--- src/exec_pkg.sv ---
package exec_pkg;

	localparam int xlen = 32;
	localparam int op_count = 37;

	// register ops
	localparam int op_add = 0;
	localparam int op_sub = 1;
	localparam int op_xor = 2;
	localparam int op_or = 3;
	localparam int op_and = 4;
	localparam int op_sll = 5;
	localparam int op_srl = 6;
	localparam int op_sra = 7;
	localparam int op_slt = 8;
	localparam int op_sltu = 9;
	// immediate ops
	localparam int op_addi = 10;
	localparam int op_xori = 11;
	localparam int op_ori = 12;
	localparam int op_andi = 13;
	localparam int op_slli = 14;
	localparam int op_srli = 15;
	localparam int op_srai = 16;
	localparam int op_slti = 17;
	localparam int op_sltiu = 18;
	// loads and stores
	localparam int op_lb = 19;
	localparam int op_lh = 20;
	localparam int op_lw = 21;
	localparam int op_lbu = 22;
	localparam int op_lhu = 23;
	localparam int op_sb = 24;
	localparam int op_sh = 25;
	localparam int op_sw = 26;
	// branches and jumps
	localparam int op_beq = 27;
	localparam int op_bne = 28;
	localparam int op_blt = 29;
	localparam int op_bge = 30;
	localparam int op_bltu = 31;
	localparam int op_bgeu = 32;
	localparam int op_jal = 33;
	localparam int op_jalr = 34;
	localparam int op_lui = 35;
	localparam int op_auipc = 36;

	typedef logic [op_count-1:0] op_word_t;

	typedef enum logic [3:0] {
		alu_add, alu_sub, alu_sll, alu_slt, alu_sltu,
		alu_xor, alu_srl, alu_sra, alu_or, alu_and
	} alu_op_e;

	typedef enum logic [2:0] {
		cls_alu, cls_load, cls_store, cls_branch,
		cls_jal, cls_jalr, cls_lui, cls_auipc
	} op_class_e;

	// bit 2 set means zero extension
	typedef enum logic [2:0] {
		mem_byte = 3'b000,
		mem_half = 3'b001,
		mem_word = 3'b010,
		mem_byte_u = 3'b100,
		mem_half_u = 3'b101,
		mem_word_u = 3'b110
	} mem_kind_e;

	typedef union packed {
		logic [xlen-1:0] value; // sign-extended i/s/b/j form
		struct packed {
			logic [19:0] upper;
			logic [11:0] zero;
		} u_form;
	} imm_u;

	typedef struct packed {
		op_word_t op;
		logic [xlen-1:0] rs1;
		logic [xlen-1:0] rs2;
		imm_u imm;
		logic [xlen-1:0] pc;
	} issue_t;

	typedef struct packed {
		logic [xlen-1:0] rd_value;
		logic rd_we;
		logic jump;
		logic [xlen-1:0] jump_target;
	} result_t;

	typedef struct packed {
		logic [xlen-1:0] addr;
		logic [xlen-1:0] wdata;
		logic we;
	} mem_req_t;

endpackage

--- src/op_decode.sv ---
`timescale 1ns/1ps
module op_decode import exec_pkg::*; (
	input op_word_t op,
	output op_class_e op_class,
	output alu_op_e alu_op,
	output logic use_imm,
	output mem_kind_e mem_kind
);

	// imm ops plus every load and store take the immediate as operand b
	assign use_imm = (|op[op_sltiu:op_addi]) | (|op[op_sw:op_lb]);

	always_comb begin
		case (1'b1)
			|op[op_lhu:op_lb]: op_class = cls_load;
			|op[op_sw:op_sb]: op_class = cls_store;
			|op[op_bgeu:op_beq]: op_class = cls_branch;
			op[op_jal]: op_class = cls_jal;
			op[op_jalr]: op_class = cls_jalr;
			op[op_lui]: op_class = cls_lui;
			op[op_auipc]: op_class = cls_auipc;
			default: op_class = cls_alu;
		endcase
	end

	always_comb begin
		case (1'b1)
			op[op_sub]: alu_op = alu_sub;
			op[op_xor], op[op_xori]: alu_op = alu_xor;
			op[op_or], op[op_ori]: alu_op = alu_or;
			op[op_and], op[op_andi]: alu_op = alu_and;
			op[op_sll], op[op_slli]: alu_op = alu_sll;
			op[op_srl], op[op_srli]: alu_op = alu_srl;
			op[op_sra], op[op_srai]: alu_op = alu_sra;
			op[op_slt], op[op_slti]: alu_op = alu_slt;
			op[op_sltu], op[op_sltiu]: alu_op = alu_sltu;
			default: alu_op = alu_add; // add, addi and address calc
		endcase
	end

	always_comb begin
		case (1'b1)
			op[op_lb], op[op_sb]: mem_kind = mem_byte;
			op[op_lh], op[op_sh]: mem_kind = mem_half;
			op[op_lbu]: mem_kind = mem_byte_u;
			op[op_lhu]: mem_kind = mem_half_u;
			default: mem_kind = mem_word;
		endcase
	end

endmodule

--- src/alu.sv ---
`timescale 1ns/1ps
module alu import exec_pkg::*; (
	input alu_op_e alu_op,
	input logic [xlen-1:0] a,
	input logic [xlen-1:0] b,
	output logic [xlen-1:0] y
);

	logic [4:0] shamt;
	logic lt_s;
	logic lt_u;

	assign shamt = b[4:0]; // only low five bits count
	assign lt_s = $signed(a) < $signed(b);
	assign lt_u = a < b;

	always_comb begin
		case (alu_op)
			alu_add: y = a + b;
			alu_sub: y = a - b;
			alu_sll: y = a << shamt;
			alu_slt: y = {{(xlen-1){1'b0}}, lt_s};
			alu_sltu: y = {{(xlen-1){1'b0}}, lt_u};
			alu_xor: y = a ^ b;
			alu_srl: y = a >> shamt;
			alu_sra: y = $signed(a) >>> shamt;
			alu_or: y = a | b;
			alu_and: y = a & b;
			default: y = '0;
		endcase
	end

endmodule

--- src/branch_unit.sv ---
`timescale 1ns/1ps
module branch_unit import exec_pkg::*; (
	input op_word_t op,
	input logic [xlen-1:0] rs1,
	input logic [xlen-1:0] rs2,
	input logic [xlen-1:0] pc,
	input imm_u imm,
	output logic taken,
	output logic [xlen-1:0] target,
	output logic [xlen-1:0] link
);

	logic eq;
	logic lt_s;
	logic lt_u;
	logic [xlen-1:0] jalr_sum;

	assign eq = rs1 == rs2;
	assign lt_s = $signed(rs1) < $signed(rs2);
	assign lt_u = rs1 < rs2;

	always_comb begin
		case (1'b1)
			op[op_beq]: taken = eq;
			op[op_bne]: taken = !eq;
			op[op_blt]: taken = lt_s;
			op[op_bge]: taken = !lt_s;
			op[op_bltu]: taken = lt_u;
			op[op_bgeu]: taken = !lt_u;
			op[op_jal], op[op_jalr]: taken = 1'b1;
			default: taken = 1'b0;
		endcase
	end

	assign jalr_sum = rs1 + imm.value;
	assign target = op[op_jalr] ? {jalr_sum[xlen-1:1], 1'b0} : pc + imm.value; // jalr drops bit 0
	assign link = pc + xlen'(4);

endmodule

--- src/lsu.sv ---
`timescale 1ns/1ps
module lsu import exec_pkg::*; (
	input logic clk,
	input logic rst_n,
	input logic start,
	input mem_kind_e kind,
	input logic is_store,
	input logic [xlen-1:0] addr,
	input logic [xlen-1:0] store_data,
	output logic mem_req_valid,
	output mem_req_t mem_req,
	input logic mem_req_ready,
	input logic mem_rsp_valid,
	input logic [xlen-1:0] mem_rdata,
	output logic done,
	output logic [xlen-1:0] load_value
);

	typedef enum logic [1:0] {s_idle, s_req, s_rsp, s_wr} state_e;

	state_e state;
	mem_kind_e kind_q;
	logic store_q;
	logic [1:0] off_q;
	logic direct_write;
	logic [7:0] lane_b;
	logic [15:0] lane_h;
	logic [xlen-1:0] merged;

	assign direct_write = is_store && (kind == mem_word || kind == mem_word_u); // sw skips the read
	assign mem_req_valid = (state == s_req) || (state == s_wr);

	assign lane_b = mem_rdata[{off_q, 3'b000} +: 8];
	assign lane_h = mem_rdata[{off_q[1], 4'b0000} +: 16];

	always_comb begin
		case (kind_q)
			mem_byte: load_value = {{24{lane_b[7]}}, lane_b};
			mem_byte_u: load_value = {24'b0, lane_b};
			mem_half: load_value = {{16{lane_h[15]}}, lane_h};
			mem_half_u: load_value = {16'b0, lane_h};
			default: load_value = mem_rdata;
		endcase
	end

	// new lane dropped into the word just read
	always_comb begin
		merged = mem_rdata;
		case (kind_q)
			mem_byte, mem_byte_u: merged[{off_q, 3'b000} +: 8] = mem_req.wdata[7:0];
			mem_half, mem_half_u: merged[{off_q[1], 4'b0000} +: 16] = mem_req.wdata[15:0];
			default: merged = mem_req.wdata;
		endcase
	end

	always_comb begin
		case (state)
			s_req: done = mem_req_ready && mem_req.we;
			s_rsp: done = mem_rsp_valid && !store_q;
			s_wr: done = mem_req_ready;
			default: done = 1'b0;
		endcase
	end

	always_ff @(posedge clk) begin
		if (!rst_n) begin
			state <= s_idle;
		end else begin
			case (state)
				s_idle: if (start) state <= s_req;
				s_req: if (mem_req_ready) state <= mem_req.we ? s_idle : s_rsp;
				s_rsp: if (mem_rsp_valid) state <= store_q ? s_wr : s_idle;
				s_wr: if (mem_req_ready) state <= s_idle;
				default: state <= s_idle;
			endcase
		end
	end

	always_ff @(posedge clk) begin
		if (state == s_idle && start) begin
			mem_req.addr <= {addr[xlen-1:2], 2'b00}; // word aligned
			mem_req.wdata <= store_data;
			mem_req.we <= direct_write;
			kind_q <= kind;
			store_q <= is_store;
			off_q <= addr[1:0];
		end else if (state == s_rsp && mem_rsp_valid && store_q) begin
			mem_req.wdata <= merged; // turn into the write half
			mem_req.we <= 1'b1;
		end
	end

endmodule

--- src/exec_unit.sv ---
`timescale 1ns/1ps
module exec_unit import exec_pkg::*; (
	input logic clk,
	input logic rst_n,
	input logic in_valid,
	output logic in_ready,
	input issue_t in,
	output logic out_valid,
	input logic out_ready,
	output result_t out,
	output logic mem_req_valid,
	output mem_req_t mem_req,
	input logic mem_req_ready,
	input logic mem_rsp_valid,
	input logic [xlen-1:0] mem_rdata
);

	issue_t iss_q;
	logic busy;
	logic exec_cycle;
	op_class_e op_class;
	alu_op_e alu_op;
	logic use_imm;
	mem_kind_e mem_kind;
	logic [xlen-1:0] alu_y;
	logic taken;
	logic [xlen-1:0] target;
	logic [xlen-1:0] link;
	logic is_mem;
	logic lsu_done;
	logic [xlen-1:0] load_value;
	logic [xlen-1:0] u_imm;
	result_t res_next;

	assign in_ready = !busy; // stays low until result is taken
	assign is_mem = (op_class == cls_load) || (op_class == cls_store);
	assign u_imm = {iss_q.imm.u_form.upper, 12'b0};

	op_decode u_dec (.op(iss_q.op), .op_class(op_class), .alu_op(alu_op), .use_imm(use_imm),
		.mem_kind(mem_kind));

	alu u_alu (.alu_op(alu_op), .a(iss_q.rs1), .b(use_imm ? iss_q.imm.value : iss_q.rs2),
		.y(alu_y));

	branch_unit u_br (.op(iss_q.op), .rs1(iss_q.rs1), .rs2(iss_q.rs2), .pc(iss_q.pc),
		.imm(iss_q.imm), .taken(taken), .target(target), .link(link));

	lsu u_lsu (.clk(clk), .rst_n(rst_n), .start(exec_cycle && is_mem), .kind(mem_kind),
		.is_store(op_class == cls_store), .addr(alu_y), .store_data(iss_q.rs2),
		.mem_req_valid(mem_req_valid), .mem_req(mem_req), .mem_req_ready(mem_req_ready),
		.mem_rsp_valid(mem_rsp_valid), .mem_rdata(mem_rdata), .done(lsu_done),
		.load_value(load_value));

	always_comb begin
		res_next.rd_we = !(op_class == cls_store || op_class == cls_branch);
		res_next.jump = taken && (op_class == cls_branch || op_class == cls_jal ||
			op_class == cls_jalr);
		res_next.jump_target = res_next.jump ? target : '0;
		case (op_class)
			cls_load: res_next.rd_value = load_value;
			cls_jal, cls_jalr: res_next.rd_value = link;
			cls_lui: res_next.rd_value = u_imm;
			cls_auipc: res_next.rd_value = iss_q.pc + u_imm;
			cls_alu: res_next.rd_value = alu_y;
			default: res_next.rd_value = '0; // no rd for store and branch
		endcase
	end

	always_ff @(posedge clk) begin
		if (in_valid && in_ready) begin
			iss_q <= in;
		end
	end

	always_ff @(posedge clk) begin
		if (!rst_n) begin
			busy <= 1'b0;
			exec_cycle <= 1'b0;
			out_valid <= 1'b0;
			out <= '0;
		end else begin
			exec_cycle <= in_valid && in_ready;
			if (in_valid && in_ready) begin
				busy <= 1'b1;
			end else if (out_valid && out_ready) begin
				busy <= 1'b0;
			end
			if (out_valid && out_ready) begin
				out_valid <= 1'b0;
			end
			if ((exec_cycle && !is_mem) || lsu_done) begin
				out_valid <= 1'b1; // one cycle for non-memory classes
				out <= res_next;
			end
		end
	end

endmodule

--- config.mk ---
export PLATFORM = sky130hd
export DESIGN_NAME = exec_unit
export DESIGN_NICKNAME = d
export VERILOG_FILES = /design/src/exec_pkg.sv /design/src/op_decode.sv /design/src/alu.sv /design/src/branch_unit.sv /design/src/lsu.sv /design/src/exec_unit.sv
export SDC_FILE = /design/constraint.sdc
export NUM_CORES = 1
export LEC_CHECK = 0
export BUFFER_PORTS_ARGS = -buffer_cell sky130_fd_sc_hd__buf_2
export CAP_MARGIN = 20
export CORE_MARGIN = 5
export CORE_UTILIZATION = 25
export DETAILED_ROUTE_END_ITERATION = 10
export PLACE_DENSITY = 0.4
export SLEW_MARGIN = 10
export SYNTH_ARGS = -nofsm -noshare
export SYNTH_HDL_FRONTEND = slang
export SYNTH_HIERARCHICAL = 1
export SYNTH_SLANG_ARGS = --single-unit
--- constraint.sdc ---
create_clock -name clk -period 11.7 [get_ports clk]
set_input_delay 1.17 -clock clk [delete_from_list [all_inputs] [get_ports clk]]
set_output_delay 1.17 -clock clk [all_outputs]
set_load 0.005 [all_outputs]
Word level (Yosys, flattened, before mapping)
Index checks and enable logic that the tools add are counted.
{"block": "op_classes", "add_sub_neg": 8, "magnitude_cmp": 4, "n_eq_ne": 29, "shift": 9, "mux": 49, "n_bitwise": 4, "reduce_logical": 54}
{"operator": "$pmux 32 s10", "n": 1}
{"operator": "$pmux 32 s5", "n": 1}
{"operator": "$add 32x32->32", "n": 4}
{"operator": "$lt 32x32->1", "n": 4}
{"operator": "$pmux 32 s4", "n": 1}
{"operator": "$mux 32", "n": 3}
{"operator": "$mux 33", "n": 2}
{"operator": "$bwmux 32", "n": 2}
{"operator": "$pmux 32 s2", "n": 1}
{"operator": "$mux 3", "n": 12}
{"operator": "$add 32x3->32 const B", "n": 1}
{"operator": "$and 32x32->32", "n": 1}
{"operator": "$eq 32x32->1", "n": 1}
{"operator": "$mux 4", "n": 8}
{"operator": "$or 32x32->32", "n": 1}
{"operator": "$shift 16x7->32 const A", "n": 1}
{"operator": "$shift 8x7->32 const A", "n": 1}
{"operator": "$shiftx 16x7->32", "n": 1}
{"operator": "$shiftx 32x6->16", "n": 1}
{"operator": "$shiftx 32x6->8", "n": 1}
{"operator": "$shiftx 8x7->32", "n": 1}
{"operator": "$shl 32x5->32", "n": 1}
{"operator": "$shr 32x5->32", "n": 1}
{"operator": "$sshr 32x5->32", "n": 1}
{"operator": "other kinds (35)", "n": 105}
{"block": "word_totals", "reg_bits": 305, "inputBits": 203, "output_inout_bits": 134}

Logic depth before layout (Yosys ltp)
{"block": "logic_depth", "ltp_word": 13, "ltp_mapped": 27, "mapped_depth_nobuf": 22}

Hierarchy
The synthesis kept the hierarchy.
{"module": "exec_unit", "n_inst": 1, "cells_each": 702, "area_each_um2": 9454.1, "seq_area_each_um2": 6336.1}
{"module": "alu", "n_inst": 1, "cells_each": 1181, "area_each_um2": 8359.3, "seq_area_each_um2": 0.0}
{"module": "branch_unit", "n_inst": 1, "cells_each": 671, "area_each_um2": 4799.6, "seq_area_each_um2": 0.0}
{"module": "lsu", "n_inst": 1, "cells_each": 388, "area_each_um2": 3967.6, "seq_area_each_um2": 2112.0}
{"module": "op_decode", "n_inst": 1, "cells_each": 41, "area_each_um2": 269.0, "seq_area_each_um2": 0.0}

Worst setup path before layout
Ideal clock, no wire load.
{"block": "synth_path", "kind": "input -> register", "start": "input in_valid", "end": "register iss_q[0] (netlist bit), enable pin", "arrival_ps": 8318, "required_ps": 10987, "setup_slack_ps": 2669, "cell_stages": 1, "cell_sequence": "nor2b_1"}
{"block": "synth_via", "elab_chain_len": 1}
{"item": "start: declaration", "line": "exec_unit.sv:5", "text": "input logic in_valid,"}
{"item": "$logic_and 1x1->1", "line": "exec_unit.sv:70", "text": "if (in_valid && in_ready) begin"}
{"item": "end signal: assignment", "line": "exec_unit.sv:71", "text": "iss_q <= in;"}
{"item": "end: declaration", "line": "exec_unit.sv:18", "text": "issue_t iss_q;"}
No other way between the ends.
A chain may end at the register's enable or synchronous reset.

Worst setup path in the final report
{"block": "layout_path", "start": "register iss_q[140] (netlist bit)", "end": "register out[63] (netlist bit)"}
{"block": "layout_via", "word_cells_on_any_way": 27, "cone_classes": "add/sub (2); eq/ne (9); shift (3); mux (6); bitwise (4); reduce/logical (3)"}
{"item": "$reduce_or 9->1 *", "line": "op_decode.sv:11", "text": "assign use_imm = (|op[op_sltiu:op_addi]) | (|op[op_sw:op_lb]);"}
{"item": "$or 1x1->1 *", "line": "op_decode.sv:11"}
{"item": "net use_imm", "line": "exec_unit.sv:23", "text": "logic use_imm;"}
{"item": "$mux 32 *", "line": "exec_unit.sv:42", "text": "alu u_alu (.alu_op(alu_op), .a(iss_q.rs1), .b(use_imm ? iss_q.imm.value : iss_q.rs2),"}
{"item": "$sub 32x32->32, or another cell as far along", "line": "alu.sv:20", "text": "alu_sub: y = a - b;"}
{"item": "$pmux 32 s10 *", "line": "alu.sv:18", "text": "case (alu_op)"}
{"item": "net alu_y[29]", "line": "exec_unit.sv:25", "text": "logic [xlen-1:0] alu_y;"}
{"item": "$pmux 32 s5 *", "line": "exec_unit.sv:59", "text": "case (op_class)"}
{"item": "end signal: assignment", "line": "exec_unit.sv:93", "text": "out <= res_next;"}
{"item": "end: declaration", "line": "exec_unit.sv:10", "text": "output result_t out,"}
The timed path passes the listed nets; every way through them passes the cells marked *.

==> flow_summary.ini <==
[global_route]
grt_max_degree = 72
grt_pass1_wl_um = 188000
grt_busiest_layer = met2
grt_overflow = 0
grt.met1_usage_pct = 32.4
gr-usage-all-layers_pct = 22.7
grt_pass1_vias = 24900
met3_usage_pct = 4.17
antenna_found_initial = 22
grt_use_met2_pct = 35.1

[critical_path]
arrival_ps = 8120
crit_chain = or4_1, nor3_1, nand4_1, buf_4, mux2_2, clkinv_1, ha_1, a41oi_1, a31oi_1, a221oi_1, o211a_1, o41ai_1, nand3_1, and3_1, o31ai_1, a22oi_1, a21oi_1, a21o_1, a31o_1
cpMaxStageDelayCell = o31ai_1
critPathMaxFanout = 28
cp_num_buf_inv = 2
critPathTopFamily = compound AO/OA/AOI/OAI gates
cp_num_cells = 19
ff2ff_setup_slack_ps = 4110
r2r_end = out[63]
worstSetupPathType = register to register
worst_r2r_startpoint = iss_q[140]
crit_path_end_kind = register
r2r_cells = 19
critPathLaunchType = register
critPathMaxStageDelay_ps = 690
cp.required_ps = 12240

[timing]
tightest_slew_ps = 1150
fin_crit_ps = 7590
tns_ps = 0
grt_setup_unrepaired = false
setup_violations = 0
fmaxAchievable_ghz = 0.132
hold_violations = 0
fin_skew_ps = 28.0
slew_headroom_pct = 22.8
slew_viol_final = 0
finalCritPeriodShare_pct = 64.8
worst_slack_ps = 4110

[clock_tree]
holdBufCountCts = 0
clk_pin_slew_ps = 60
cts_tree = yes
cts_resized = 0
clock_path_buffers = 3
clkLatencyLatePin_ps = 600
post_cts_buffers = 0
root_buffer = clkbuf_16
cts_htree_levels = 2
cts_sinks = 304
numCtsBuffers = 39

[drt]
drt_iter0_markers = 2879
drc = 0
first_pass_iters = 6
wl_per_cell_um = 28.8
ant_nets = 0
vias = 25952
finalWirelength_um = 135000
vias_per_cell = 5.53

[hold_path]
min_path_cells = 1
worstHoldPathType = register to register
holdPathEnd = busy
min_from = out_valid

[place]
dpl_worst_slack_ps = 4120
port_buffers = 333
hpwl_um = 104000
globalplace.congestion = 0.967
placed_area_um2 = 30000

[run]
max-cap-violations = 0

[outcome]
status = finished clean

[logic_synthesis]
yosysWarnings = 6
syn_inst = 2982
synthesis.area_um2 = 26800
avgSynthCellArea_um2 = 8.99

[finish]
fin_area_um2 = 31300
drive_gt1_share_pct = 19.7
area_growth_pct = 16.7
finalNetCount = 3672

[floorplan]
boundaryPins = 337
dieArea_um2 = 114000
fp-row-count = 120
die_height_um = 338
die_x_um = 338
core-area_um2 = 107000
initial_core_util_pct = 25.1

[pwr]
p_leak_nw = 12.7
powerDensity_nw_per_um2 = 114
ir_drop_mv = 0.0833
[how the worst max path moves through the flow]
stage          slack [ps]       end       start
2_1_floorplan        2710  iss_q[0]    in_valid
3_3_place_gp         4200   out[63]  iss_q[140]
4_1_cts              4110   out[63]  iss_q[140]
5_1_grt              3770   out[63]  iss_q[140]
3_5_place_dp         4120   out[63]  iss_q[140]
6_report             4110   out[63]  iss_q[140]
[routing by layer]
layer	routed length, µm	part of all wire [%]	vias up
li1	-	-	11784
met1	61400	46	12853
met2	59500	44	1137
met3	10000	7.4	172
met4	3940	2.9	6
met5	37	0.027	-
[layout make-up]
| class | count | area [µm²] |
|---|---|---|
| well taps | 1403 | 1760 |
| flip-flops and latches | 304 | 8420 |
| clock inverters | 21 | 213 |
| clock buffers | 50 | 1080 |
| repair buffers | 403 | 2190 |
| multi-input cells | 2340 | 17000 |
| inverters | 159 | 597 |
| diodes | 10 | 25.0 |
| fillers | 11391 | 75400 |
[registers in the layout, summed over array words and instances (netlist names)]
| signal | flops |
|---|---|
| exec_cycle | 1 |
| out_valid | 1 |
| iss_q | 164 |
| u_lsu/store_q | 1 |
| out | 66 |
| u_lsu/mem_req | 63 |
| u_lsu/off_q | 2 |
| u_lsu/state | 2 |
| u_lsu/kind_q | 3 |
| busy | 1 |
[power breakdown]
part | internal [W] | total [W] | switching [W]
sequential | 0.00123 | 0.00131 | 0.0000831
clock | 0.000742 | 0.00124 | 0.000495
combinational | 0.000370 | 0.00102 | 0.000646
[cell usage in the layout, fill, tap and decap left out, drive strengths merged, types with 36 or more instances in the layout]
master / n
a22oi: 119
dfxtp: 71
nor3: 50
clkbuf: 50
nand2: 240
a211oi: 36
nor2: 273
nand3: 51
a221oi: 37
a21o: 64
o21ai: 204
mux4: 60
xnor2: 85
ha: 217
a21oi: 264
buf: 403
edfxtp: 233
inv: 158
mux2: 52
[through the flow]
stage / utilization, % / hold slack (ps) / power, W / cells
2_1_floorplan: - / 449 / 0.00193 / 2983
4_1_cts: 29.3 / 471 / 0.00359 / 4679
6_report: 29.3 / 466 / 0.00356 / 4690
5_1_grt: 29.3 / 504 / 0.00372 / 4684
3_3_place_gp: 28.1 / 461 / 0.00233 / 4608
3_5_place_dp: 28.1 / 464 / 0.00232 / 4608
Power figures use the tool's default switching activity.
